==> src/rtl/router_pkg.sv <==
/* Shared widths, depths, typedefs and the arbiter state enum
   for the four-port packet echo router */

`default_nettype none

package router_pkg;

    ////////////////////////////////////////////////////////////////////////////
    // Ports and stream

    localparam int NUM_PORTS = 4;
    localparam int PORT_W    = 2;
    localparam int WORD_W    = 32;

    ////////////////////////////////////////////////////////////////////////////
    // Buffering and credits

    // Ingress FIFO depth doubles as the sender's initial credit count
    localparam int ING_FIFO_DEPTH = 16;
    localparam int FIFO_AW        = $clog2(ING_FIFO_DEPTH);

    localparam int EGR_CREDITS = 4;

    ////////////////////////////////////////////////////////////////////////////
    // Types

    typedef logic [PORT_W-1:0] port_idx_t;
    typedef logic [WORD_W-1:0] word_t;

    // Holds 0 to EGR_CREDITS
    typedef logic [2:0] credit_cnt_t;

    // Extra MSB is the wrap bit
    typedef logic [FIFO_AW:0] fifo_ptr_t;

    typedef logic [15:0] pkt_cnt_t;

    typedef enum logic {
        ARB_IDLE,
        ARB_PACKET
    } arb_state_t;

endpackage

`default_nettype wire

==> src/rtl/ingress_port_buffer.sv <==
/* Per-port ingress word FIFO with head lookahead and
   one-cycle credit return per popped word */

`default_nettype none
`timescale 1ns/100ps

module ingress_port_buffer (
    input  wire logic              phys_port_clk_ifc,
    input  wire logic              arst_n,

    input  wire logic              wr_valid,
    input  wire router_pkg::word_t wr_data,
    input  wire logic              wr_last,

    input  wire logic              pop,
    output router_pkg::word_t      head_data,
    output logic                   head_last,
    output logic                   not_empty,

    output logic                   credit
);

    import router_pkg::*;

    word_t     mem_data [ING_FIFO_DEPTH];
    logic      mem_last [ING_FIFO_DEPTH];

    fifo_ptr_t wr_ptr;
    fifo_ptr_t rd_ptr;

    ////////////////////////////////////////////////////////////////////////////
    // Storage

    always_ff @(posedge phys_port_clk_ifc) begin
        if (wr_valid) begin
            mem_data[wr_ptr[FIFO_AW-1:0]] <= wr_data;
            mem_last[wr_ptr[FIFO_AW-1:0]] <= wr_last;
        end
    end

    ////////////////////////////////////////////////////////////////////////////
    // Pointers and credit return

    // Sender credits guarantee no write ever lands on a full buffer
    always_ff @(posedge phys_port_clk_ifc or negedge arst_n) begin
        if (!arst_n) begin
            wr_ptr <= '0;
            rd_ptr <= '0;
            credit <= 1'b0;
        end else begin
            if (wr_valid) begin
                wr_ptr <= wr_ptr + 1'b1;
            end
            if (pop) begin
                rd_ptr <= rd_ptr + 1'b1;
            end
            // Lines up with the popped word on the core bus
            credit <= pop;
        end
    end

    // Full leaves only the wrap bits different, so this stays set
    assign not_empty = (wr_ptr != rd_ptr);

    assign head_data = mem_data[rd_ptr[FIFO_AW-1:0]];
    assign head_last = mem_last[rd_ptr[FIFO_AW-1:0]];

endmodule

`default_nettype wire

==> src/rtl/packet_arbiter.sv <==
/* Round-robin packet arbiter driving the shared core bus,
   grant held from first word until the last word pops */

`default_nettype none
`timescale 1ns/100ps

module packet_arbiter (
    input  wire logic                 phys_port_clk_ifc,
    input  wire logic                 arst_n,

    input  wire logic                 not_empty        [router_pkg::NUM_PORTS],
    input  wire router_pkg::word_t    head_data        [router_pkg::NUM_PORTS],
    input  wire logic                 head_last        [router_pkg::NUM_PORTS],
    input  wire logic                 egr_credit_avail [router_pkg::NUM_PORTS],
    output logic                      pop              [router_pkg::NUM_PORTS],

    output logic                      bus_valid,
    output router_pkg::word_t         bus_data,
    output logic                      bus_last,
    output router_pkg::port_idx_t     bus_port
);

    import router_pkg::*;

    arb_state_t state;
    port_idx_t  grant_port;     // Current grant, last granted while idle
    port_idx_t  cand_port;
    port_idx_t  rr_idx;
    logic       cand_found;
    port_idx_t  cur_port;
    logic       pop_en;

    // First non-empty port after the last grant, wrapping back to it
    always_comb begin
        cand_found = 1'b0;
        cand_port  = grant_port;
        rr_idx     = grant_port;
        for (int i = 1; i <= NUM_PORTS; i++) begin
            rr_idx = grant_port + port_idx_t'(i);
            if (!cand_found && not_empty[rr_idx]) begin
                cand_found = 1'b1;
                cand_port  = rr_idx;
            end
        end
    end

    // First word goes out in the same cycle the grant is taken
    assign cur_port = (state == ARB_IDLE) ? cand_port : grant_port;
    assign pop_en   = not_empty[cur_port] && egr_credit_avail[cur_port];

    always_comb begin
        for (int p = 0; p < NUM_PORTS; p++) begin
            pop[p] = pop_en && (cur_port == port_idx_t'(p));
        end
    end

    ////////////////////////////////////////////////////////////////////////////
    // FSM

    always_ff @(posedge phys_port_clk_ifc or negedge arst_n) begin
        if (!arst_n) begin
            state      <= ARB_IDLE;
            grant_port <= port_idx_t'(NUM_PORTS - 1);
            bus_valid  <= 1'b0;
        end else begin
            bus_valid <= pop_en;
            case (state)
                ARB_IDLE: begin
                    if (cand_found) begin
                        grant_port <= cand_port;
                        // Single-word packet finishes without leaving idle
                        if (!(pop_en && head_last[cand_port])) begin
                            state <= ARB_PACKET;
                        end
                    end
                end
                ARB_PACKET: begin
                    if (pop_en && head_last[grant_port]) begin
                        state <= ARB_IDLE;
                    end
                end
                default: begin
                    state <= ARB_IDLE;
                end
            endcase
        end
    end

    // Core bus payload
    always_ff @(posedge phys_port_clk_ifc) begin
        if (pop_en) begin
            bus_data <= head_data[cur_port];
            bus_last <= head_last[cur_port];
            bus_port <= cur_port;
        end
    end

endmodule

`default_nettype wire

==> src/rtl/egress_port_stage.sv <==
/* Egress output registers per port and egress credit counters
   feeding credit availability back to the arbiter */

`default_nettype none
`timescale 1ns/100ps

module egress_port_stage (
    input  wire logic                  phys_port_clk_ifc,
    input  wire logic                  arst_n,

    input  wire logic                  bus_valid,
    input  wire router_pkg::word_t     bus_data,
    input  wire logic                  bus_last,
    input  wire router_pkg::port_idx_t bus_port,

    input  wire logic                  egr_credit       [router_pkg::NUM_PORTS],
    output logic                       egr_valid        [router_pkg::NUM_PORTS],
    output router_pkg::word_t          egr_data         [router_pkg::NUM_PORTS],
    output logic                       egr_last         [router_pkg::NUM_PORTS],

    output logic                       egr_credit_avail [router_pkg::NUM_PORTS]
);

    import router_pkg::*;

    for (genvar p = 0; p < NUM_PORTS; p++) begin : g_port

        logic        send;
        credit_cnt_t credit_cnt;

        assign send = bus_valid && (bus_port == port_idx_t'(p));

        ////////////////////////////////////////////////////////////////////////
        // Valid and credit count

        always_ff @(posedge phys_port_clk_ifc or negedge arst_n) begin
            if (!arst_n) begin
                egr_valid[p] <= 1'b0;
                credit_cnt   <= credit_cnt_t'(EGR_CREDITS);
            end else begin
                egr_valid[p] <= send;
                case ({send, egr_credit[p]})
                    2'b10: begin
                        credit_cnt <= credit_cnt - 1'b1;
                    end
                    2'b01: begin
                        credit_cnt <= credit_cnt + 1'b1;
                    end
                    default: begin
                        credit_cnt <= credit_cnt;
                    end
                endcase
            end
        end

        // Payload
        always_ff @(posedge phys_port_clk_ifc) begin
            if (send) begin
                egr_data[p] <= bus_data;
                egr_last[p] <= bus_last;
            end
        end

        // A word already on the core bus has claimed one credit
        assign egr_credit_avail[p] = send ? (credit_cnt > credit_cnt_t'(1))
                                          : (credit_cnt != '0);

    end

endmodule

`default_nettype wire

==> src/rtl/packet_counters.sv <==
/* Ingress and egress packet counters per port with a
   registered read port */

`default_nettype none
`timescale 1ns/100ps

module packet_counters (
    input  wire logic                  phys_port_clk_ifc,
    input  wire logic                  arst_n,

    input  wire logic                  ing_valid [router_pkg::NUM_PORTS],
    input  wire logic                  ing_last  [router_pkg::NUM_PORTS],
    input  wire logic                  egr_valid [router_pkg::NUM_PORTS],
    input  wire logic                  egr_last  [router_pkg::NUM_PORTS],

    input  wire router_pkg::port_idx_t cnt_sel,
    output router_pkg::pkt_cnt_t       ing_pkt_cnt,
    output router_pkg::pkt_cnt_t       egr_pkt_cnt
);

    import router_pkg::*;

    pkt_cnt_t ing_cnt [NUM_PORTS];
    pkt_cnt_t egr_cnt [NUM_PORTS];

    // One count per last word, wrapping at the counter width
    always_ff @(posedge phys_port_clk_ifc or negedge arst_n) begin
        if (!arst_n) begin
            ing_cnt     <= '{default: '0};
            egr_cnt     <= '{default: '0};
            ing_pkt_cnt <= '0;
            egr_pkt_cnt <= '0;
        end else begin
            for (int p = 0; p < NUM_PORTS; p++) begin
                if (ing_valid[p] && ing_last[p]) begin
                    ing_cnt[p] <= ing_cnt[p] + 1'b1;
                end
                if (egr_valid[p] && egr_last[p]) begin
                    egr_cnt[p] <= egr_cnt[p] + 1'b1;
                end
            end
            // Read port
            ing_pkt_cnt <= ing_cnt[cnt_sel];
            egr_pkt_cnt <= egr_cnt[cnt_sel];
        end
    end

endmodule

`default_nettype wire

==> src/rtl/echo_router.sv <==
/* Echo router top with ingress buffers, packet arbiter,
   egress stage and packet counters */

`default_nettype none
`timescale 1ns/100ps

module echo_router (
    input  wire logic                  phys_port_clk_ifc,
    input  wire logic                  arst_n,

    input  wire logic                  ing_valid  [router_pkg::NUM_PORTS],
    input  wire router_pkg::word_t     ing_data   [router_pkg::NUM_PORTS],
    input  wire logic                  ing_last   [router_pkg::NUM_PORTS],
    output wire logic                  ing_credit [router_pkg::NUM_PORTS],

    output wire logic                  egr_valid  [router_pkg::NUM_PORTS],
    output wire router_pkg::word_t     egr_data   [router_pkg::NUM_PORTS],
    output wire logic                  egr_last   [router_pkg::NUM_PORTS],
    input  wire logic                  egr_credit [router_pkg::NUM_PORTS],

    input  wire router_pkg::port_idx_t cnt_sel,
    output wire router_pkg::pkt_cnt_t  ing_pkt_cnt,
    output wire router_pkg::pkt_cnt_t  egr_pkt_cnt
);

    import router_pkg::*;

    wire logic      not_empty        [NUM_PORTS];
    wire word_t     head_data        [NUM_PORTS];
    wire logic      head_last        [NUM_PORTS];
    wire logic      pop              [NUM_PORTS];
    wire logic      egr_credit_avail [NUM_PORTS];

    // Core bus
    wire logic      bus_valid;
    wire word_t     bus_data;
    wire logic      bus_last;
    wire port_idx_t bus_port;

    ////////////////////////////////////////////////////////////////////////////
    // Ingress buffers

    for (genvar p = 0; p < NUM_PORTS; p++) begin : g_ing
        ingress_port_buffer u_ing_buf (
            .phys_port_clk_ifc (phys_port_clk_ifc),
            .arst_n            (arst_n),
            .wr_valid          (ing_valid[p]),
            .wr_data           (ing_data[p]),
            .wr_last           (ing_last[p]),
            .pop               (pop[p]),
            .head_data         (head_data[p]),
            .head_last         (head_last[p]),
            .not_empty         (not_empty[p]),
            .credit            (ing_credit[p])
        );
    end

    ////////////////////////////////////////////////////////////////////////////
    // Arbitration and egress

    packet_arbiter u_arbiter (
        .phys_port_clk_ifc (phys_port_clk_ifc),
        .arst_n            (arst_n),
        .not_empty         (not_empty),
        .head_data         (head_data),
        .head_last         (head_last),
        .egr_credit_avail  (egr_credit_avail),
        .pop               (pop),
        .bus_valid         (bus_valid),
        .bus_data          (bus_data),
        .bus_last          (bus_last),
        .bus_port          (bus_port)
    );

    egress_port_stage u_egress (
        .phys_port_clk_ifc (phys_port_clk_ifc),
        .arst_n            (arst_n),
        .bus_valid         (bus_valid),
        .bus_data          (bus_data),
        .bus_last          (bus_last),
        .bus_port          (bus_port),
        .egr_credit        (egr_credit),
        .egr_valid         (egr_valid),
        .egr_data          (egr_data),
        .egr_last          (egr_last),
        .egr_credit_avail  (egr_credit_avail)
    );

    packet_counters u_counters (
        .phys_port_clk_ifc (phys_port_clk_ifc),
        .arst_n            (arst_n),
        .ing_valid         (ing_valid),
        .ing_last          (ing_last),
        .egr_valid         (egr_valid),
        .egr_last          (egr_last),
        .cnt_sel           (cnt_sel),
        .ing_pkt_cnt       (ing_pkt_cnt),
        .egr_pkt_cnt       (egr_pkt_cnt)
    );

endmodule

`default_nettype wire

==> config.mk <==
export PLATFORM = sky130hd
export DESIGN_NAME = echo_router
export DESIGN_NICKNAME = d
export VERILOG_FILES = /design/src/rtl/router_pkg.sv /design/src/rtl/ingress_port_buffer.sv /design/src/rtl/packet_arbiter.sv /design/src/rtl/egress_port_stage.sv /design/src/rtl/packet_counters.sv /design/src/rtl/echo_router.sv
export SDC_FILE = /design/constraint.sdc
export NUM_CORES = 2
export LEC_CHECK = 0
export BUFFER_PORTS_ARGS = -buffer_cell sky130_fd_sc_hd__buf_2
export CAP_MARGIN = 0
export CORE_ASPECT_RATIO = 0.8
export CORE_MARGIN = 10
export CORE_UTILIZATION = 55
export DETAILED_ROUTE_END_ITERATION = 10
export GPL_TIMING_DRIVEN = 0
export PLACE_DENSITY = 0.69
export SYNTH_ARGS = -nofsm -noshare
export SYNTH_HDL_FRONTEND = slang
export SYNTH_HIERARCHICAL = 1
export SYNTH_SLANG_ARGS = --single-unit
export TNS_END_PERCENT = 30
==> constraint.sdc <==
create_clock -name phys_port_clk_ifc -period 6.4 [get_ports phys_port_clk_ifc]
set_clock_uncertainty 0.15 [all_clocks]
set_input_delay 1.6 -clock phys_port_clk_ifc [delete_from_list [all_inputs] [get_ports phys_port_clk_ifc]]
set_output_delay 1.6 -clock phys_port_clk_ifc [all_outputs]
set_load 0.005 [all_outputs]
# ---- Yosys cells after proc, flatten, opt, wreduce, memory -nomap -nowiden
# Memories as Yosys holds them, arrays and structs flattened.
# Cells that the tools add are included.
dict set report classes {
  add_sub_neg 27
  n_bitwise 8
  reduce_logical 36
  n_mux 65
  n_lt_le_gt_ge 11
  eq_ne 18
}
# cell count
set ops {}
lappend ops {{16-bit by 1-bit adder with 16-bit output (second input constant)} 8}
lappend ops {{16-bit binary-select mux with 2-bit select} 2}
lappend ops {{32-bit binary-select mux with 2-bit select} 1}
lappend ops {{16-bit two-way mux} 4}
lappend ops {{32-bit two-way mux} 2}
lappend ops {{5-bit by 1-bit adder with 5-bit output (second input constant)} 8}
lappend ops {{1-bit two-way mux} 37}
lappend ops {{3-bit case mux with 2 select lines} 4}
lappend ops {{1-bit logical AND} 22}
lappend ops {{3-bit greater-or-equal comparator (second input constant)} 7}
lappend ops {{2-bit NOT with 3-bit output} 7}
lappend ops {{5-bit != test} 4}
lappend ops {{1-bit binary-select mux with 2-bit select} 9}
lappend ops {{2-bit == test (second input constant)} 8}
lappend ops {{3-bit by 1-bit adder with 3-bit output (second input constant)} 4}
lappend ops {{2-bit by 1-bit == test with 1-bit output (second input constant)} 6}
lappend ops {{3-bit by 1-bit > comparator with 1-bit output (second input constant)} 4}
lappend ops {{3-bit nonzero test} 4}
lappend ops {{3-bit by 1-bit subtractor with 3-bit output (second input constant)} 4}
lappend ops {{2-bit two-way mux} 5}
lappend ops {{2-bit nonzero test} 4}
lappend ops {{2-bit adder (second input constant)} 2}
lappend ops {{2-bit zero test} 2}
lappend ops {{1-bit zero test} 3}
lappend ops {{4 further kinds} 4}
dict set report word_totals {
  ram_bits 2112
  wordCells 217
  register_bits 391
  memories 8
  out_inout_bits 172
}
# memory words width read_ports rd_ports_with_merged_regs wr line
set mem_list {}
lappend mem_list {{g_ing[0].u_ing_buf.mem_data} 16 32 1 0 1 ingress_port_buffer.sv:25} ;# word_t mem_data [ING_FIFO_DEPTH];
lappend mem_list {{g_ing[1].u_ing_buf.mem_data} 16 32 1 0 1 ingress_port_buffer.sv:25}
lappend mem_list {{g_ing[2].u_ing_buf.mem_data} 16 32 1 0 1 ingress_port_buffer.sv:25}
lappend mem_list {{g_ing[3].u_ing_buf.mem_data} 16 32 1 0 1 ingress_port_buffer.sv:25}
lappend mem_list {{g_ing[0].u_ing_buf.mem_last} 16 1 1 0 1 ingress_port_buffer.sv:26} ;# logic mem_last [ING_FIFO_DEPTH];
lappend mem_list {{g_ing[1].u_ing_buf.mem_last} 16 1 1 0 1 ingress_port_buffer.sv:26}
lappend mem_list {{+2 memories} - - - - - -}

# ---- Longest topological paths before layout
dict set report logic_depth {
  word_depth 25
  depth_mapped 16
  ltp_nobuf 11
}

# ---- Cells and area by module
# The synthesis kept the hierarchy.
# mod cells_per_inst instances area_each_um2 seq_area_each_um2
set modules_own_cells {}
lappend modules_own_cells {{ingress_port_buffer (g_ing[1].u_ing_buf ...)} 878 3 20359.5 16130.5}
lappend modules_own_cells {{ingress_port_buffer (g_ing[0].u_ing_buf)} 878 1 20354.5 16130.5}
lappend modules_own_cells {packet_counters 540 1 7101.8 4003.8}
lappend modules_own_cells {egress_port_stage 224 1 4976.0 4369.2}
lappend modules_own_cells {packet_arbiter 271 1 2381.0 1153.6}

# ---- Least setup slack after synthesis
# No wires, ideal clock.
dict set report synth_path {
  kind {in2reg}
  from {in ing_valid[3] (netlist bit)}
  to {mem g_ing[0].u_ing_buf/mem_data[0][0] (netlist bit), enable pin}
  slack_ns 1.508
  path_stages 3
  arrival_ns 4.277
  path_buffers 1
  required_time_ns 5.786
  path_cell_list {clkbuf_1 > nand2_1 > nor3_1}
}
dict set report synth_between {
  elab_chain_len 2
}
# item line
set synth_lines {}
lappend synth_lines {{from (decl)} echo_router.sv:11} ;# input wire logic ing_valid [router_pkg::NUM_PORTS],
lappend synth_lines {{1-bit two-way mux} ingress_port_buffer.sv:35} ;# if (wr_valid) begin
lappend synth_lines {{1-bit two-way mux (not written as such)} ingress_port_buffer.sv:36} ;# mem_data[wr_ptr[FIFO_AW-1:0]] <= wr_data;
lappend synth_lines {{to (decl)} ingress_port_buffer.sv:25}
# Every way passes these cells.

==> flow_summary.yaml <==
status:
  status: "completed"
global_routing:
  grt_antenna_before_repair: 52
  globalRoute.totalOverflow: 0
  number_of_global_route_vias_before_repair: 48130
  grt_use_total_pct: 24.67
  grt_first_pass_wirelength_mm: 345.1
  largest_net_degree_at_the_start_of_global_routing: 116
synth:
  main_area_contributors_after_synthesis: "edfxtp_1 (71%), mux4_2 (13%), dfrtp_1 (5.7%)"
  synth.distinct_cells: 55
  synth-warning-count: 6
  synthesized_instance_count: 4547
  synth_top_area_share_pct: 71.37
  synth_fp_nets: 4743
  synth.cell_area_um2: 95890
  synth_sequential_area_ratio_pct: 77.22
  post_synthesis_average_cell_area_um2: 21.09
  postSynth.asyncResetShare_pct: 8.949
  synth.largest_area_cell: "edfxtp_1"
  dominantRegCellSynth: "edfxtp_1"
  synth_enable_flop_cells: 2279
  ys_seq_elements: 2503
timing:
  finalSetupViolCount: 0
  timing.max_slew.rel_slack_pct: 27.31
  tns_ns: 0
  maxSlewViolCount: 0
  period_share_pct: 77.73
  timing_worst_slew_pin_value_ns: 1.082
  rsz0062_at_grt: "no"
  fmax_mhz: 201.0
  post-route-min-period_ns: 4.975
  hold_ws_ns: 0.3274
  timing_hold_violations_final: 0
floorplanning:
  core_area_um2: 172500
  rows: 136
  initial_utilization_pct: 55.57
  dieHeight_um: 393.5
  die_area_um2: 191600
  floorplan.die.width_um: 486.8
  floorplan.io_pins: 316
setup_path:
  r2r_setup_slack_ns: 1.43
  setup.worst_path.class: "reg2reg"
  crit_path_start: "g_ing[1].u_ing_buf/rd_ptr[1]"
  worstSetupStartpointType: "flip-flop"
  worst_ep_arrival_time_ns: 5.39
  crit_path_end: "u_arbiter/bus_data[20]"
  cp_max_fo: 16
  worstSetupEndpointType: "flip-flop"
  worstReg2RegStart: "g_ing[1].u_ing_buf/rd_ptr[1]"
  regToRegEndpoint: "u_arbiter/bus_data[20]"
  rr_worst_depth: 14
  worst-endpoint-required_ns: 6.81
route:
  drcViolationCount: 0
  initialDrtViolationCount: 6520
  wl_per_cell_um: 31.04
  detailroute.via_count: 48320
  avgViaCountPerCell: 6.279
  wl_mm: 238.9
  drt-pass1-iter-count: 5
  detail-route-antenna-nets: 0
place:
  number_of_input_and_output_port_buffers_inserted: 313
  post-dp-hpwl_mm: 163.0
  placed_area_um2: 102800
  gpl.final_weighted_congestion: 0.8732
power:
  power.static_leakage_nw: 36.60
  power_density_nw_per_um2: 467.2
  vdd.ir_drop.worst_uv: 476.9
clock_tree:
  number_of_buffers_inserted_by_hold_repair_at_cts: 0
  postCtsResizedCells: 0
  cts.htree.levels: 4
  cts_buffer_depth: 3
  clk_pin_slew_ns: 0.06
  cts_inserted_buffers: 225
  post_cts_setup_repair_bufs: 0
  tritoncts: "yes"
  ctsRootBufferMaster: "clkbuf_16"
  cts_sinks: 2503
  clock_latency_ns: 0.87
flow_run:
  maxCapViolations: 0
cells_and_area:
  layout.nets: 5402
  drive_above_1_share_pct: 29.51
  final_design_area_no_fill_um2: 109900
  area_added_between_synthesis_and_finish_pct: 14.63
worst_hold_path:
  hp-class: "reg2reg"
  hold_depth: 1
registers in the layout, summed over array words and instances (netlist names):
name	cells
g_ing.u_ing_buf/credit	4
g_ing.u_ing_buf/mem_data	2048
u_egress/egr_valid	4
u_arbiter/bus_valid	1
u_arbiter/grant_port	2
u_counters/ing_cnt	64
u_counters/egr_cnt	64
g_ing.u_ing_buf/rd_ptr	20
u_counters/egr_pkt_cnt	16
u_arbiter/bus_port	2
u_egress/egr_data	128
u_egress/egr_last	4
g_ing.u_ing_buf/wr_ptr	20
u_arbiter/state	1
u_arbiter/bus_data	32
u_counters/ing_pkt_cnt	16
u_arbiter/bus_last	1
g_ing.u_ing_buf/mem_last	64
u_egress/g_port.credit_cnt	12
routing by layer:
layer  GRT usage [%]  share of wire (%)
met2           37.84                 47
met4           9.258                3.9
met1           35.25                 39
met3           5.281                9.9
met5               0              0.076
placed cells by master (no fill, tap or decap), drive strengths merged, types with 2 or more instances in the layout:
| master | Yosys | routed |
|---|---|---|
| a211o | 4 | 4 |
| a21oi | 36 | 36 |
| a31oi | 3 | 3 |
| a32oi | 33 | 33 |
| and2 | 4 | 4 |
| and3 | 14 | 14 |
| and4 | 10 | 10 |
| buf | 189 | 621 |
| bufinv | 0 | 12 |
| clkbuf | 42 | 348 |
| clkinv | 0 | 92 |
| clkinvlp | 0 | 4 |
| dfrtp | 218 | 218 |
| dfstp | 6 | 6 |
| diode | 0 | 19 |
| edfxtp | 2279 | 2279 |
| ha | 52 | 52 |
| inv | 36 | 42 |
| mux2 | 12 | 12 |
| mux2i | 4 | 4 |
| mux4 | 560 | 560 |
| nand2 | 195 | 195 |
| nand2b | 16 | 16 |
| nand3 | 55 | 55 |
| nand3b | 2 | 2 |
| nand4 | 36 | 36 |
| nor2 | 222 | 222 |
| nor2b | 6 | 6 |
| nor3 | 30 | 30 |
| nor4 | 8 | 8 |
| o211ai | 2 | 2 |
| o21ai | 11 | 11 |
| o22ai | 264 | 264 |
| or2 | 6 | 6 |
| xnor2 | 123 | 123 |
| xor2 | 61 | 61 |
cell usage after synthesis (14+ instances only):
cell type / number
mux4_2: 559
nand4_1: 33
clkbuf_1: 36
and3_1: 14
nor2_1: 222
nand2b_1: 16
buf_2: 78
nand2_1: 194
buf_4: 38
buf_6: 60
xnor2_1: 123
edfxtp_1: 2279
dfrtp_1: 218
inv_1: 33
nor3_1: 27
a32oi_1: 33
ha_1: 52
nand3_1: 54
xor2_1: 61
o22ai_1: 264
a21oi_1: 36
power by group:
group	leakage, nW	internal, mW	total (mW)	switching (mW)
Sequential	23.6	20.4	21.3	0.909
Clock	3.47	7.15	13.0	5.85
Combinational	9.57	6.33	17.0	10.7
Total	36.6	33.9	51.4	17.4
layout make-up:
class | count | area [µm²]
flip-flops and latches | 2503 | 74050
diodes | 19 | 47.55
well taps | 2277 | 2849
clock buffers | 306 | 6078
multi-input cells | 1777 | 20590
clock inverters | 114 | 1031
plain buffers | 231 | 1565
inverters | 36 | 135.1
fillers | 11450 | 62630
repair buffers | 432 | 3576
critical path, stage by stage, from the launching register on:
cell and delay (ns):
dfrtp_1 0.38, buf_6 0.18, buf_4 0.27, buf_4 0.28, xnor2_1 0.17, nand3_1 0.40
nor2b_1 0.32, o31ai_4 0.43, nand2_8 0.11, inv_2 0.17, buf_2 0.36, nand3_1 0.32
a22oi_2 0.70, buf_16 0.23, buf_8 0.18
cell families after synthesis:
family / Yosys count / share of synthesized area (%)
flip-flops: 2503 / 77.22
AND/OR/NAND/NOR: 608 / 2.921
multiplexers: 576 / 13.34
AO/OA/AOI/OAI: 357 / 2.386
buffers and inverters: 267 / 1.773
XOR/XNOR: 184 / 1.681
adder cells (fa/ha/maj): 52 / 0.6785
metrics by stage:
stage | worst slack (ns) | total power [mW] | util (%) | instances
2_1_floorplan | 1.508 | 31.17 | - | 4547
3_3_place_gp | -1.671 | 37.51 | 58.13 | 7137
3_5_place_dp | 1.599 | 38.52 | 59.56 | 7256
4_1_cts | 1.547 | 51.48 | 63.68 | 7676
5_1_grt | 1.291 | 53.08 | 63.69 | 7687
6_report | 1.425 | 51.36 | 63.70 | 7695
worst min path at each step:
stage          slack (ns)                    startpoint                           end
3_5_place_dp         0.31        u_counters/egr_cnt[47]        u_counters/egr_cnt[47]
5_1_grt              0.35  g_ing[2].u_ing_buf/wr_ptr[4]  g_ing[2].u_ing_buf/wr_ptr[4]
2_1_floorplan        0.29        u_counters/ing_cnt[47]        u_counters/ing_cnt[47]
3_3_place_gp         0.31        u_counters/egr_cnt[47]        u_counters/egr_cnt[47]
4_1_cts              0.33        u_counters/ing_cnt[31]        u_counters/ing_cnt[31]
6_report             0.33        u_counters/egr_cnt[63]        u_counters/egr_cnt[63]
Note: power is estimated with default switching activity, not from simulation.
